File: src/design/slam_pkg.sv
package slam_pkg;

  // datapath word width, also the top-level default
  localparam int RSA_DW = 32;

  // landmark index width
  localparam int ROW_LEN = 10;

  // PLB word address width
  localparam int PLB_AW = 32;

  // read enable to valid dout
  localparam int PLB_RD_LATENCY = 1;

  typedef logic signed [RSA_DW-1:0] slam_word_t;

  // 3'd4 was data association, not supported here
  typedef enum logic [2:0] {
    STAGE_IDLE = 3'd0,
    STAGE_PRD  = 3'd1,
    STAGE_NEW  = 3'd2,
    STAGE_UPD  = 3'd3
  } stage_code_t;

  // PS block RAM word map
  // pose x, y, theta at 0..2
  localparam logic [PLB_AW-1:0] POSE_BASE  = 32'd0;
  // landmark k: x at LM_BASE + 2k, y right after
  localparam logic [PLB_AW-1:0] LM_BASE    = 32'd3;
  // two innovation words
  localparam logic [PLB_AW-1:0] INNOV_BASE = 32'd1020;

  // word address of landmark x for index l_k
  function automatic logic [PLB_AW-1:0] lm_addr(input logic [ROW_LEN-1:0] l_k);
    return LM_BASE + (PLB_AW'(l_k) << 1);
  endfunction

  // stage command from the PS
  typedef struct packed {
    stage_code_t            stage;
    logic [ROW_LEN-1:0]     l_k;
    slam_word_t             rk;
    slam_word_t             phi;
  } stage_cmd_t;

  // operands handed to the nonlinear unit
  typedef struct packed {
    slam_word_t x;
    slam_word_t y;
    slam_word_t theta;
    slam_word_t lx;
    slam_word_t ly;
  } nl_operand_t;

  // plain view, result_0 in the top word
  typedef struct packed {
    slam_word_t result_0;
    slam_word_t result_1;
    slam_word_t result_2;
    slam_word_t result_3;
    slam_word_t result_4;
    slam_word_t result_5;
  } nl_raw_t;

  // predict: motion increments
  typedef struct packed {
    slam_word_t rsv_0;
    slam_word_t d_theta;
    slam_word_t d_x;
    slam_word_t d_y;
    slam_word_t rsv_4;
    slam_word_t rsv_5;
  } nl_prd_view_t;

  // new landmark: offset from the pose, y word comes first
  typedef struct packed {
    slam_word_t rsv_0;
    slam_word_t rsv_1;
    slam_word_t off_y;
    slam_word_t off_x;
    slam_word_t rsv_4;
    slam_word_t rsv_5;
  } nl_new_view_t;

  // update: predicted measurement
  typedef struct packed {
    slam_word_t pred_range;
    slam_word_t pred_bearing;
    slam_word_t rsv_2;
    slam_word_t rsv_3;
    slam_word_t rsv_4;
    slam_word_t rsv_5;
  } nl_upd_view_t;

  // one result word set, decoded per stage
  typedef union packed {
    nl_raw_t      raw;
    nl_prd_view_t prd;
    nl_new_view_t newlm;
    nl_upd_view_t upd;
  } nl_result_u;

  // estimate words to write back, words[0] goes to base
  typedef struct packed {
    slam_word_t [2:0]     words;
    logic [PLB_AW-1:0]    base;
    logic [1:0]           cnt;
  } est_bundle_t;

endpackage

File: src/design/ekf_slam_core.sv
`timescale 1ns/1ps

module ekf_slam_core #(
  parameter int RSA_DW  = slam_pkg::RSA_DW,
  parameter int ROW_LEN = slam_pkg::ROW_LEN
) (
  input  logic                          clk,
  input  logic                          sys_rst,
  input  logic                          i_stage_valid,
  input  slam_pkg::stage_cmd_t          i_stage_cmd,
  input  slam_pkg::slam_word_t          i_plb_dout,
  input  logic                          i_nl_done,
  input  slam_pkg::nl_result_u          i_nl_result,
  output logic                          o_stage_ready,
  output logic                          o_plb_en,
  output logic                          o_plb_we,
  output logic [slam_pkg::PLB_AW-1:0]   o_plb_addr,
  output slam_pkg::slam_word_t          o_plb_din,
  output logic                          o_nl_init,
  output slam_pkg::stage_code_t         o_nl_stage,
  output slam_pkg::nl_operand_t         o_nl_operand
);

  import slam_pkg::*;

  // latched command of the running stage
  stage_cmd_t  cmd_q;

  // phase handshakes between the blocks
  logic        read_start;
  logic        reads_done;
  logic        write_start;
  logic        writes_done;

  // estimates waiting for write-back
  est_bundle_t est;
  logic        est_ready;

  // nonlinear unit sees the stage code of the latched command
  assign o_nl_stage = cmd_q.stage;

  ekf_stage_ctrl u_ekf_stage_ctrl (
    .clk           (clk),
    .sys_rst       (sys_rst),
    .i_stage_valid (i_stage_valid),
    .i_stage_cmd   (i_stage_cmd),
    .i_reads_done  (reads_done),
    .i_nl_done     (i_nl_done),
    .i_est_ready   (est_ready),
    .i_writes_done (writes_done),
    .o_stage_ready (o_stage_ready),
    .o_cmd         (cmd_q),
    .o_read_start  (read_start),
    .o_nl_init     (o_nl_init),
    .o_write_start (write_start)
  );

  // operands go straight out to the nonlinear unit
  plb_access_seq #(
    .RSA_DW (RSA_DW)
  ) u_plb_access_seq (
    .clk           (clk),
    .sys_rst       (sys_rst),
    .i_read_start  (read_start),
    .i_cmd         (cmd_q),
    .i_write_start (write_start),
    .i_est         (est),
    .i_plb_dout    (i_plb_dout),
    .o_reads_done  (reads_done),
    .o_writes_done (writes_done),
    .o_operand     (o_nl_operand),
    .o_plb_en      (o_plb_en),
    .o_plb_we      (o_plb_we),
    .o_plb_addr    (o_plb_addr),
    .o_plb_din     (o_plb_din)
  );

  nl_result_capture #(
    .RSA_DW  (RSA_DW),
    .ROW_LEN (ROW_LEN)
  ) u_nl_result_capture (
    .clk         (clk),
    .sys_rst     (sys_rst),
    .i_nl_done   (i_nl_done),
    .i_stage     (cmd_q.stage),
    .i_result    (i_nl_result),
    .i_operand   (o_nl_operand),
    .i_rk        (cmd_q.rk),
    .i_phi       (cmd_q.phi),
    .i_l_k       (cmd_q.l_k),
    .o_est       (est),
    .o_est_ready (est_ready)
  );

endmodule

File: src/design/ekf_stage_ctrl.sv
`timescale 1ns/1ps

module ekf_stage_ctrl (
  input  logic                 clk,
  input  logic                 sys_rst,
  input  logic                 i_stage_valid,
  input  slam_pkg::stage_cmd_t i_stage_cmd,
  input  logic                 i_reads_done,
  input  logic                 i_nl_done,
  input  logic                 i_est_ready,
  input  logic                 i_writes_done,
  output logic                 o_stage_ready,
  output slam_pkg::stage_cmd_t o_cmd,
  output logic                 o_read_start,
  output logic                 o_nl_init,
  output logic                 o_write_start
);

  import slam_pkg::*;

  // stage sequencing states
  localparam logic [2:0] ST_IDLE  = 3'd0;
  localparam logic [2:0] ST_READ  = 3'd1;
  localparam logic [2:0] ST_WAIT  = 3'd2;
  localparam logic [2:0] ST_CAP   = 3'd3;
  localparam logic [2:0] ST_WRITE = 3'd4;

  logic [2:0] state;
  logic       accept;
  logic       legal;

  // valid/ready handshake with the PS
  assign accept = i_stage_valid & o_stage_ready;

  // only predict, new landmark and update run
  assign legal = i_stage_cmd.stage inside {STAGE_PRD, STAGE_NEW, STAGE_UPD};

  always_ff @(posedge clk) begin
    if (sys_rst) begin
      state         <= ST_IDLE;
      o_stage_ready <= 1'b1;
      o_read_start  <= 1'b0;
      o_nl_init     <= 1'b0;
      o_write_start <= 1'b0;
    end else begin
      // start and init are single-cycle pulses
      o_read_start  <= 1'b0;
      o_nl_init     <= 1'b0;
      o_write_start <= 1'b0;
      case (state)
        ST_IDLE: begin
          // illegal code is taken off the bus and dropped
          if (accept && legal) begin
            state         <= ST_READ;
            o_stage_ready <= 1'b0;
            o_read_start  <= 1'b1;
          end
        end
        ST_READ: begin
          // operands complete, kick the nonlinear unit
          if (i_reads_done) begin
            state     <= ST_WAIT;
            o_nl_init <= 1'b1;
          end
        end
        ST_WAIT: begin
          // slow unit just parks us here
          if (i_nl_done) begin
            state <= ST_CAP;
          end
        end
        ST_CAP: begin
          // estimates registered one cycle after done
          if (i_est_ready) begin
            state         <= ST_WRITE;
            o_write_start <= 1'b1;
          end
        end
        ST_WRITE: begin
          if (i_writes_done) begin
            state         <= ST_IDLE;
            o_stage_ready <= 1'b1;
          end
        end
        default: begin
          state         <= ST_IDLE;
          o_stage_ready <= 1'b1;
        end
      endcase
    end
  end

  // latched command, held for the whole stage
  always_ff @(posedge clk) begin
    if (sys_rst) begin
      o_cmd.stage <= STAGE_IDLE;
    end else if (accept && legal) begin
      o_cmd <= i_stage_cmd;
    end
  end

  // PS side must never offer the association code or garbage
  a_legal_stage: assert property (@(posedge clk) disable iff (sys_rst)
    i_stage_valid |-> legal);

  // one request outstanding, so done only answers our init
  a_done_in_wait: assert property (@(posedge clk) disable iff (sys_rst)
    i_nl_done |-> state == ST_WAIT);

endmodule

File: src/design/nl_result_capture.sv
`timescale 1ns/1ps

module nl_result_capture #(
  parameter int RSA_DW  = slam_pkg::RSA_DW,
  parameter int ROW_LEN = slam_pkg::ROW_LEN
) (
  input  logic                  clk,
  input  logic                  sys_rst,
  input  logic                  i_nl_done,
  input  slam_pkg::stage_code_t i_stage,
  input  slam_pkg::nl_result_u  i_result,
  input  slam_pkg::nl_operand_t i_operand,
  input  slam_pkg::slam_word_t  i_rk,
  input  slam_pkg::slam_word_t  i_phi,
  input  logic [ROW_LEN-1:0]    i_l_k,
  output slam_pkg::est_bundle_t o_est,
  output logic                  o_est_ready
);

  import slam_pkg::*;

  // next estimate words wrap on overflow
  logic signed [RSA_DW-1:0] est_0;
  logic signed [RSA_DW-1:0] est_1;
  logic signed [RSA_DW-1:0] est_2;
  logic [PLB_AW-1:0]        est_base;
  logic [1:0]               est_cnt;

  // pick the union view that matches the stage
  always_comb begin
    case (i_stage)
      STAGE_PRD: begin
        // pose plus motion increments
        est_0    = i_operand.x + i_result.prd.d_x;
        est_1    = i_operand.y + i_result.prd.d_y;
        est_2    = i_operand.theta + i_result.prd.d_theta;
        est_base = POSE_BASE;
        est_cnt  = 2'd3;
      end
      STAGE_NEW: begin
        // landmark placed at pose plus offset
        est_0    = i_operand.x + i_result.newlm.off_x;
        est_1    = i_operand.y + i_result.newlm.off_y;
        est_2    = '0;
        est_base = lm_addr(i_l_k);
        est_cnt  = 2'd2;
      end
      STAGE_UPD: begin
        // innovation is measured minus predicted
        est_0    = i_rk - i_result.upd.pred_range;
        est_1    = i_phi - i_result.upd.pred_bearing;
        est_2    = '0;
        est_base = INNOV_BASE;
        est_cnt  = 2'd2;
      end
      default: begin
        // other codes write the pose back unchanged
        est_0    = i_operand.x;
        est_1    = i_operand.y;
        est_2    = i_operand.theta;
        est_base = POSE_BASE;
        est_cnt  = 2'd3;
      end
    endcase
  end

  // estimate payload loaded on done only
  always_ff @(posedge clk) begin
    if (i_nl_done) begin
      o_est.words[0] <= est_0;
      o_est.words[1] <= est_1;
      o_est.words[2] <= est_2;
      o_est.base     <= est_base;
      o_est.cnt      <= est_cnt;
    end
  end

  // ready exactly one cycle after done
  always_ff @(posedge clk) begin
    if (sys_rst) begin
      o_est_ready <= 1'b0;
    end else begin
      o_est_ready <= i_nl_done;
    end
  end

endmodule

File: src/design/plb_access_seq.sv
`timescale 1ns/1ps

module plb_access_seq #(
  parameter int RSA_DW = slam_pkg::RSA_DW
) (
  input  logic                          clk,
  input  logic                          sys_rst,
  input  logic                          i_read_start,
  input  slam_pkg::stage_cmd_t          i_cmd,
  input  logic                          i_write_start,
  input  slam_pkg::est_bundle_t         i_est,
  input  slam_pkg::slam_word_t          i_plb_dout,
  output logic                          o_reads_done,
  output logic                          o_writes_done,
  output slam_pkg::nl_operand_t         o_operand,
  output logic                          o_plb_en,
  output logic                          o_plb_we,
  output logic [slam_pkg::PLB_AW-1:0]   o_plb_addr,
  output slam_pkg::slam_word_t          o_plb_din
);

  import slam_pkg::*;

  // read side
  logic [2:0]                            rd_cnt;
  logic [2:0]                            rd_idx;
  logic                                  rd_busy;
  logic                                  rd_issue;
  logic                                  rd_last;
  logic [PLB_AW-1:0]                     rd_addr;
  logic [PLB_RD_LATENCY-1:0]             rd_vld_sh;
  logic [PLB_RD_LATENCY-1:0]             rd_last_sh;
  logic [PLB_RD_LATENCY-1:0][2:0]        rd_tag_sh;

  // write side
  logic [1:0]                            wr_idx;
  logic                                  wr_busy;
  logic                                  wr_issue;
  logic                                  wr_last;
  logic signed [RSA_DW-1:0]              wr_word;

  // words fetched per stage
  always_comb begin
    case (i_cmd.stage)
      STAGE_NEW: rd_cnt = 3'd2;
      STAGE_UPD: rd_cnt = 3'd5;
      default:   rd_cnt = 3'd3;
    endcase
  end

  // read slot n also names operand field n
  // 0..2 pose, 3..4 landmark
  always_comb begin
    if (rd_idx >= 3'd3) begin
      rd_addr = lm_addr(i_cmd.l_k) + PLB_AW'(rd_idx - 3'd3);
    end else begin
      rd_addr = POSE_BASE + PLB_AW'(rd_idx);
    end
  end

  // first read goes out in the start cycle itself
  assign rd_issue = i_read_start | rd_busy;
  assign rd_last  = (rd_idx == rd_cnt - 3'd1);

  always_ff @(posedge clk) begin
    if (sys_rst) begin
      rd_busy <= 1'b0;
      rd_idx  <= '0;
    end else if (rd_issue) begin
      if (rd_last) begin
        rd_busy <= 1'b0;
        rd_idx  <= '0;
      end else begin
        rd_busy <= 1'b1;
        rd_idx  <= rd_idx + 3'd1;
      end
    end
  end

  // delayed valid follows each read through the RAM latency
  always_ff @(posedge clk) begin
    if (sys_rst) begin
      rd_vld_sh <= '0;
    end else begin
      rd_vld_sh[0] <= rd_issue;
      for (int i = 1; i < PLB_RD_LATENCY; i++) begin
        rd_vld_sh[i] <= rd_vld_sh[i-1];
      end
    end
  end

  // tag and last ride alongside, qualified by valid
  always_ff @(posedge clk) begin
    rd_tag_sh[0]  <= rd_idx;
    rd_last_sh[0] <= rd_last;
    for (int i = 1; i < PLB_RD_LATENCY; i++) begin
      rd_tag_sh[i]  <= rd_tag_sh[i-1];
      rd_last_sh[i] <= rd_last_sh[i-1];
    end
  end

  // steer returning word into its operand field
  always_ff @(posedge clk) begin
    if (rd_vld_sh[PLB_RD_LATENCY-1]) begin
      case (rd_tag_sh[PLB_RD_LATENCY-1])
        3'd0:    o_operand.x     <= i_plb_dout;
        3'd1:    o_operand.y     <= i_plb_dout;
        3'd2:    o_operand.theta <= i_plb_dout;
        3'd3:    o_operand.lx    <= i_plb_dout;
        default: o_operand.ly    <= i_plb_dout;
      endcase
    end
  end

  // last data word on dout this cycle
  assign o_reads_done = rd_vld_sh[PLB_RD_LATENCY-1] & rd_last_sh[PLB_RD_LATENCY-1];

  // writes stream from the bundle base, one per cycle
  assign wr_issue = i_write_start | wr_busy;
  assign wr_last  = (wr_idx == i_est.cnt - 2'd1);
  assign wr_word  = i_est.words[wr_idx];

  always_ff @(posedge clk) begin
    if (sys_rst) begin
      wr_busy <= 1'b0;
      wr_idx  <= '0;
    end else if (wr_issue) begin
      if (wr_last) begin
        wr_busy <= 1'b0;
        wr_idx  <= '0;
      end else begin
        wr_busy <= 1'b1;
        wr_idx  <= wr_idx + 2'd1;
      end
    end
  end

  assign o_writes_done = wr_issue & wr_last;

  // single port, writes take priority on the address mux
  assign o_plb_en   = rd_issue | wr_issue;
  assign o_plb_we   = wr_issue;
  assign o_plb_addr = wr_issue ? i_est.base + PLB_AW'(wr_idx) : rd_addr;
  assign o_plb_din  = wr_word;

  // write-back only after every read word has landed
  a_no_rd_wr_overlap: assert property (@(posedge clk) disable iff (sys_rst)
    (i_read_start | rd_busy | (|rd_vld_sh)) |-> !wr_issue);

endmodule

File: config.mk
export PLATFORM = sky130hd
export DESIGN_NAME = ekf_slam_core
export DESIGN_NICKNAME = d
export VERILOG_FILES = /design/src/design/slam_pkg.sv /design/src/design/ekf_slam_core.sv /design/src/design/ekf_stage_ctrl.sv /design/src/design/nl_result_capture.sv /design/src/design/plb_access_seq.sv
export SDC_FILE = /design/constraint.sdc
export NUM_CORES = 1
export LEC_CHECK = 0
export BUFFER_PORTS_ARGS = -buffer_cell sky130_fd_sc_hd__buf_4
export CAP_MARGIN = 20
export CELL_PAD_IN_SITES_DETAIL_PLACEMENT = 2
export CELL_PAD_IN_SITES_GLOBAL_PLACEMENT = 2
export CORE_MARGIN = 2
export CORE_UTILIZATION = 34
export CTS_CLUSTER_SIZE = 8
export DETAILED_ROUTE_END_ITERATION = 8
export PLACE_DENSITY_LB_ADDON = 0.1
export SLEW_MARGIN = 20
export SYNTH_ARGS = -nofsm -noshare
export SYNTH_HDL_FRONTEND = slang
export SYNTH_SLANG_ARGS = --single-unit
File: constraint.sdc
create_clock -name clk -period 5.7 [get_ports clk]
set_clock_uncertainty 0.2 [all_clocks]
set_input_delay 0.855 -clock clk [delete_from_list [all_inputs] [get_ports clk]]
set_output_delay 0.855 -clock clk [all_outputs]
set_load 0.05 [all_outputs]
=== Yosys cells after proc, flatten, opt, wreduce, memory -nomap -nowiden ===
Index checks and enable logic that the tools add are counted.
W data, S select, Z words.

* Bits in registers: 387
* Input port bits: 305
* Output and inout bits: 231
* Logic and storage cells: 120

* Add/sub/neg operators: 15
* Order comparisons: 2
* Equal/unequal tests: 20
* Multiplexer cells: 26
* Bitwise gates (word level): 12
* Reductions and logical operators: 18

{| class="wikitable"
|+ Operator list
! operator !! count
|-
| $add A32 B32 Y32 || 6
|-
| $pmux W32 S3 || 2
|-
| $pmux W32 S2 || 2
|-
| $mux W32 || 3
|-
| $bmux W32 S2 || 1
|-
| $sub A32 B32 Y32 || 2
|-
| $add A32 B2 Y32 || 1
|-
| $eq A3 B2 Y1 const B || 8
|-
| $mux W3 || 6
|-
| $pmux W3 S5 || 1
|-
| $add A2 B11 Y12 const A || 1
|-
| $eq A3 B1 Y1 const B || 4
|-
| $reduce_and A2 Y1 || 6
|-
| $mux W1 || 8
|-
| $reduce_or A2 Y1 || 4
|-
| $logic_not A3 Y1 || 2
|-
| $ne A2 B1 Y1 const B || 3
|-
| $not A1 Y1 || 6
|-
| $pmux W3 S2 || 1
|-
| $reduce_and A5 Y1 || 1
|-
| $ne A2 B2 Y1 const B || 2
|-
| $reduce_or A4 Y1 || 1
|-
| $sub A3 B2 Y4 const B || 1
|-
| $add A3 B1 Y3 const B || 1
|-
| 16 further kinds || 20
|}

=== Longest topological paths before layout ===
* Word-level depth: 5
* Mapped depth: 22

=== Modules after synthesis ===
From an unflattened synthesis, not the netlist that was laid out.

* Cells, all modules: 2391
* Area, all modules: 23917.9 sq um

{| class="wikitable"
|+ By module, submodules not included
! module !! instances !! cells each !! area an instance (sq um) !! seq. area each (sq um)
|-
| nl_result_capture || 1 || 1703 || 13578.0 || 3293.2
|-
| plb_access_seq || 1 || 568 || 7693.6 || 5044.8
|-
| ekf_stage_ctrl || 1 || 120 || 2646.3 || 2422.3
|}

=== Least setup slack after synthesis ===
OpenSTA, ideal clock, no wires.

* Kind: register -> output
* Start: reg u_plb_access_seq.rd_idx[1]
* End: out o_plb_addr[12] (netlist name)
* Data arrival time: 4.377 ns
* Setup slack: 0.268 ns
* Cell stages (with the launch flop): 14
* Path buffers: 1
* Cell sequence: dfxtp_1 -> buf_2 -> a21oi_1 -> ha_1 -> a21o_1 -> a21o_1 -> a21o_1 -> a21oi_1 -> o21ai_1 -> a2111oi_2 -> nor3_2 -> inv_1 -> ha_1 -> o21ai_0

* Longest elaborated chain between the ends: 4
* Elaborated cells on any way between the ends: 5
* Those cells by class: add/sub (2); order compare (1); mux (2)

{| class="wikitable"
|+ Ends and longest elaborated chain
! item !! RTL line !! text
|-
| start: declaration || plb_access_seq.sv:26 || <nowiki>logic [2:0] rd_idx;</nowiki>
|-
| start signal: assignment || plb_access_seq.sv:75 || <nowiki>rd_idx <= rd_idx + 3'd1;</nowiki>
|-
| $sub A3 B2 Y4 || plb_access_seq.sv:55 || <nowiki>rd_addr = lm_addr(i_cmd.l_k) + PLB_AW'(rd_idx - 3'd3);</nowiki>
|-
| $add A32 B32 Y32 || plb_access_seq.sv:55 ||
|-
| $mux W32 * || plb_access_seq.sv:54 || <nowiki>if (rd_idx >= 3'd3) begin</nowiki>
|-
| $mux W32 * || plb_access_seq.sv:143 || <nowiki>assign o_plb_addr = wr_issue ? i_est.base + PLB_AW'(wr_idx) : rd_addr;</nowiki>
|-
| end: declaration || ekf_slam_core.sv:17 || <nowiki>output logic [slam_pkg::PLB_AW-1:0] o_plb_addr,</nowiki>
|}

Mark *: on every way between the ends. The rest lies on a longest branch, timed or not.

=== Final worst setup path ===
* Start: reg u_ekf_stage_ctrl.o_cmd[64] (netlist name)
* End: out o_plb_addr[12] (netlist name)

* Longest elaborated chain between the ends: 4

{| class="wikitable"
|+ Ends and longest elaborated chain
! item !! RTL line !! text
|-
| start: declaration || ekf_stage_ctrl.sv:13 || <nowiki>output slam_pkg::stage_cmd_t o_cmd,</nowiki>
|-
| start signal: assignment || ekf_stage_ctrl.sv:98 || <nowiki>o_cmd <= i_stage_cmd;</nowiki>
|-
| $add A2 B11 Y12 || slam_pkg.sv:35 || <nowiki>return LM_BASE + (PLB_AW'(l_k) << 1);</nowiki>
|-
| $add A32 B32 Y32 || plb_access_seq.sv:55 ||
|-
| $mux W32 || plb_access_seq.sv:54 ||
|-
| $mux W32 || plb_access_seq.sv:143 ||
|}

Every way passes these cells.

==> run metrics <==
outcome=finished clean; Hold Crit Class=input port to flop; Post-Syn Area per Cell=9.87 sq um; routed via count=21046; DRC=0; grt ovf=0; # rows=96; Pint=5.33 mW; Max transition margin=26.3%; First DRT Iteration DRCs=1444; initial antenna violation count=11; CTS Buffer Depth=3; Critical Path AT=4.27 ns; most frequent cells in the layout=500 x buf_4, 350 x nand2_1, 343 x edfxtp_1; Synth async-reset ratio=0%; H-tree Lvls=2; CTS tree=done; most common cell after layout, fill and taps aside=buf_4; Tcrit/Tclk final=93.5%; Via density=5.48; final std cells w/o fill=3844; first-pass GRT wire length=149000 microns; vias in the first global route=22611; Critical Path Sink Type=output port; Post-CTS Setup Inserts=0; crit-path max FO=8; Final nets=3372; slowest stage delay, CP=0.55 ns; pre-CTS WS=0.546 ns; Pre-Repair DR Iteration Count=5; Pleak=12.7 nW; layout overhead on the synthesized area=26.5%; Core ar.=68700 sq um; I/O pin cnt=536; Clk pwr share=39.8%; FF+latch area=10800 sq um; die width=268 microns; share of post-route cells with drive strength above 1=21.1%; number of synthesized flops with an enable pin=343; Detailed Route WL=103000 microns; clk slew on worst S/H paths=0.06 ns; Sink Count=366; total CTS buffers=53; port bufs=471; YS warnings=0; die area=71700 sq um; Mapped Nets=2896; overall power=7.64 mW; CTS root buffer=clkbuf_16; GRT Resource Usage Total=28.1%; worst-margin pin slew=1.11 ns; Die Ht=268 microns; Synth Instances=2398; CP cell instances=ha_1 -> ha_1 -> a21o_1 -> a21o_1 -> a21o_1 -> a21o_1 -> a21oi_1 -> o21ai_1 -> a2111oi_2 -> nor3_2 -> inv_1 -> ha_1 -> o21ai_0 -> buf_4; area of the multi-input gates=12100 sq um; final max-slew violation count=0; GP Congestion=0.924; Power Dens Cells=255 nW/um^2; ys flop type=edfxtp_1; startpoint types=flop; Sw Ratio=30.2%; fin crit period=5.33 ns; Detailed Place HPWL=80200 microns; Synth cell types=89; Starting Density=34.4%; RSZ-0062 raised after global routing=no; max-cap viol count=0; setup tns final=0 ns; Seq cells post-synth=366; final worst slack=0.373 ns; WP data required=4.64 ns; clk_lat worst skew=0.64 ns; Hold Buf Count CTS=0; fmax=0.188 GHz; WL per Instance=26.8 microns; Layout fillers=7386; logic gate share of total power=19.8%; final setup vio count=0; mapped cell area=23700 sq um; most frequent CP cell=a21o_1; peak supply drop=0.202 mV; register area share after synthesis=45.5%; Psw=2.31 mW; type of the worst setup path=flop to output port; part of the power in registers=40.4%; Fin. Hold Viols=0; final antenna-violating net count=0; largest net degree at the start of global routing=67; Slowest-stage cell, CP=edfxtp_1; placed cells=3749
[sequential cells by signal, indices dropped and copies added, names as in the netlist, 2 cells and up]
register                    cells
u_plb_access_seq.o_operand    160
u_nl_result_capture.o_est     109
u_ekf_stage_ctrl.o_cmd         77
u_ekf_stage_ctrl.state          3
u_plb_access_seq.rd_idx         3
u_plb_access_seq.rd_tag_sh      3
u_plb_access_seq.wr_idx         2
[synth_stat cells, types with 32 or more instances]
| cell type | n | area (sq um) |
|---|---|---|
| nand3_1 | 58 | 290 |
| edfxtp_1 | 343 | 10300 |
| a21oi_1 | 151 | 756 |
| nand2_1 | 352 | 1320 |
| clkbuf_1 | 69 | 259 |
| mux2i_1 | 49 | 490 |
| a22oi_1 | 32 | 240 |
| a21o_1 | 89 | 668 |
| inv_1 | 134 | 503 |
| xnor2_1 | 92 | 806 |
| o21ai_0 | 179 | 896 |
| nor2_1 | 147 | 552 |
| nor3_1 | 37 | 185 |
| ha_1 | 187 | 2340 |
| xor2_1 | 66 | 578 |
[power by group through the flow]
stage          sequential, mW  clock, mW  combinational, mW
2_1_floorplan            3.15          0              0.869
3_3_place_gp             3.14          0               1.44
3_5_place_dp             3.14          0               1.49
4_1_cts                  3.09       3.11               1.51
5_1_grt                  3.09       3.19               1.64
6_report                 3.09       3.04               1.51
[through the flow]
stage,utilization [%],cell area (sq um),hold slack [ns]
global placement,41.2,28300,0.212
detailed placement,41.3,28400,0.206
CTS,43.5,29900,0.156
finish,43.6,29900,0.192
floorplan,-,23700,0.150
global route,43.6,29900,0.175
[worst max-delay path: cells and delay by family (launching register included)]
kind | cells | cell delay [ns]
adders and majority gates | 3 | 0.97
DFF | 1 | 0.55
and+or+nand+nor | 1 | 0.15
buffers and inverters | 2 | 0.32
AOI/OAI and AO/OA | 8 | 1.64
[cell families (layout without fill, tap and decap cells)]
family	count (synthesis)	count (layout)	synth area share (%)
compound gates	662	662	18.3
buf+inv	218	728	3.53
mux	51	51	2.17
flops	366	366	45.5
simple gates	750	750	14.4
xor+xnor	158	158	5.85
fa+ha+maj	193	193	10.4
other cells	0	5	0
[timing repair]
item	CTS	global route
endpoints found under the setup margin	0	3
gates resized for setup	0	3
hold endpoints to repair	0	0
[routing by layer]
metal  vias up  wire, microns  track usage (%)
li1       9707              -                -
met1     10667          46400             38.2
met2       566          49000             47.0
met3       106           5400             3.69
met4         0           2290             7.13
met5         -              0                0
[path summary, 6_finish.rpt]
kind	startpoint	to	slack [ns]	cells after the start
max reg2reg	u_ekf_stage_ctrl.o_cmd[75]	u_nl_result_capture.o_est[63]	0.40	18
max	u_ekf_stage_ctrl.o_cmd[64]	o_plb_addr[12]	0.37	14
min reg2reg	u_plb_access_seq.rd_idx[2]	u_plb_access_seq.rd_tag_sh[2]	0.21	0
min	i_stage_cmd[4]	u_ekf_stage_ctrl.o_cmd[4]	0.19	1
[final cells by class]
cell class	instances	area share [%]
Multi-Input combinational cell	1814	40.5
Sequential cell	366	36.0
Timing Repair Buffer	502	12.7
Clock buffer	81	4.81
Tap cell	931	3.89
Inverter	137	1.72
Clock inverter	8	0.334
Antenna cell	5	0.0418
No activity file was read; power rests on OpenSTA's default activity.
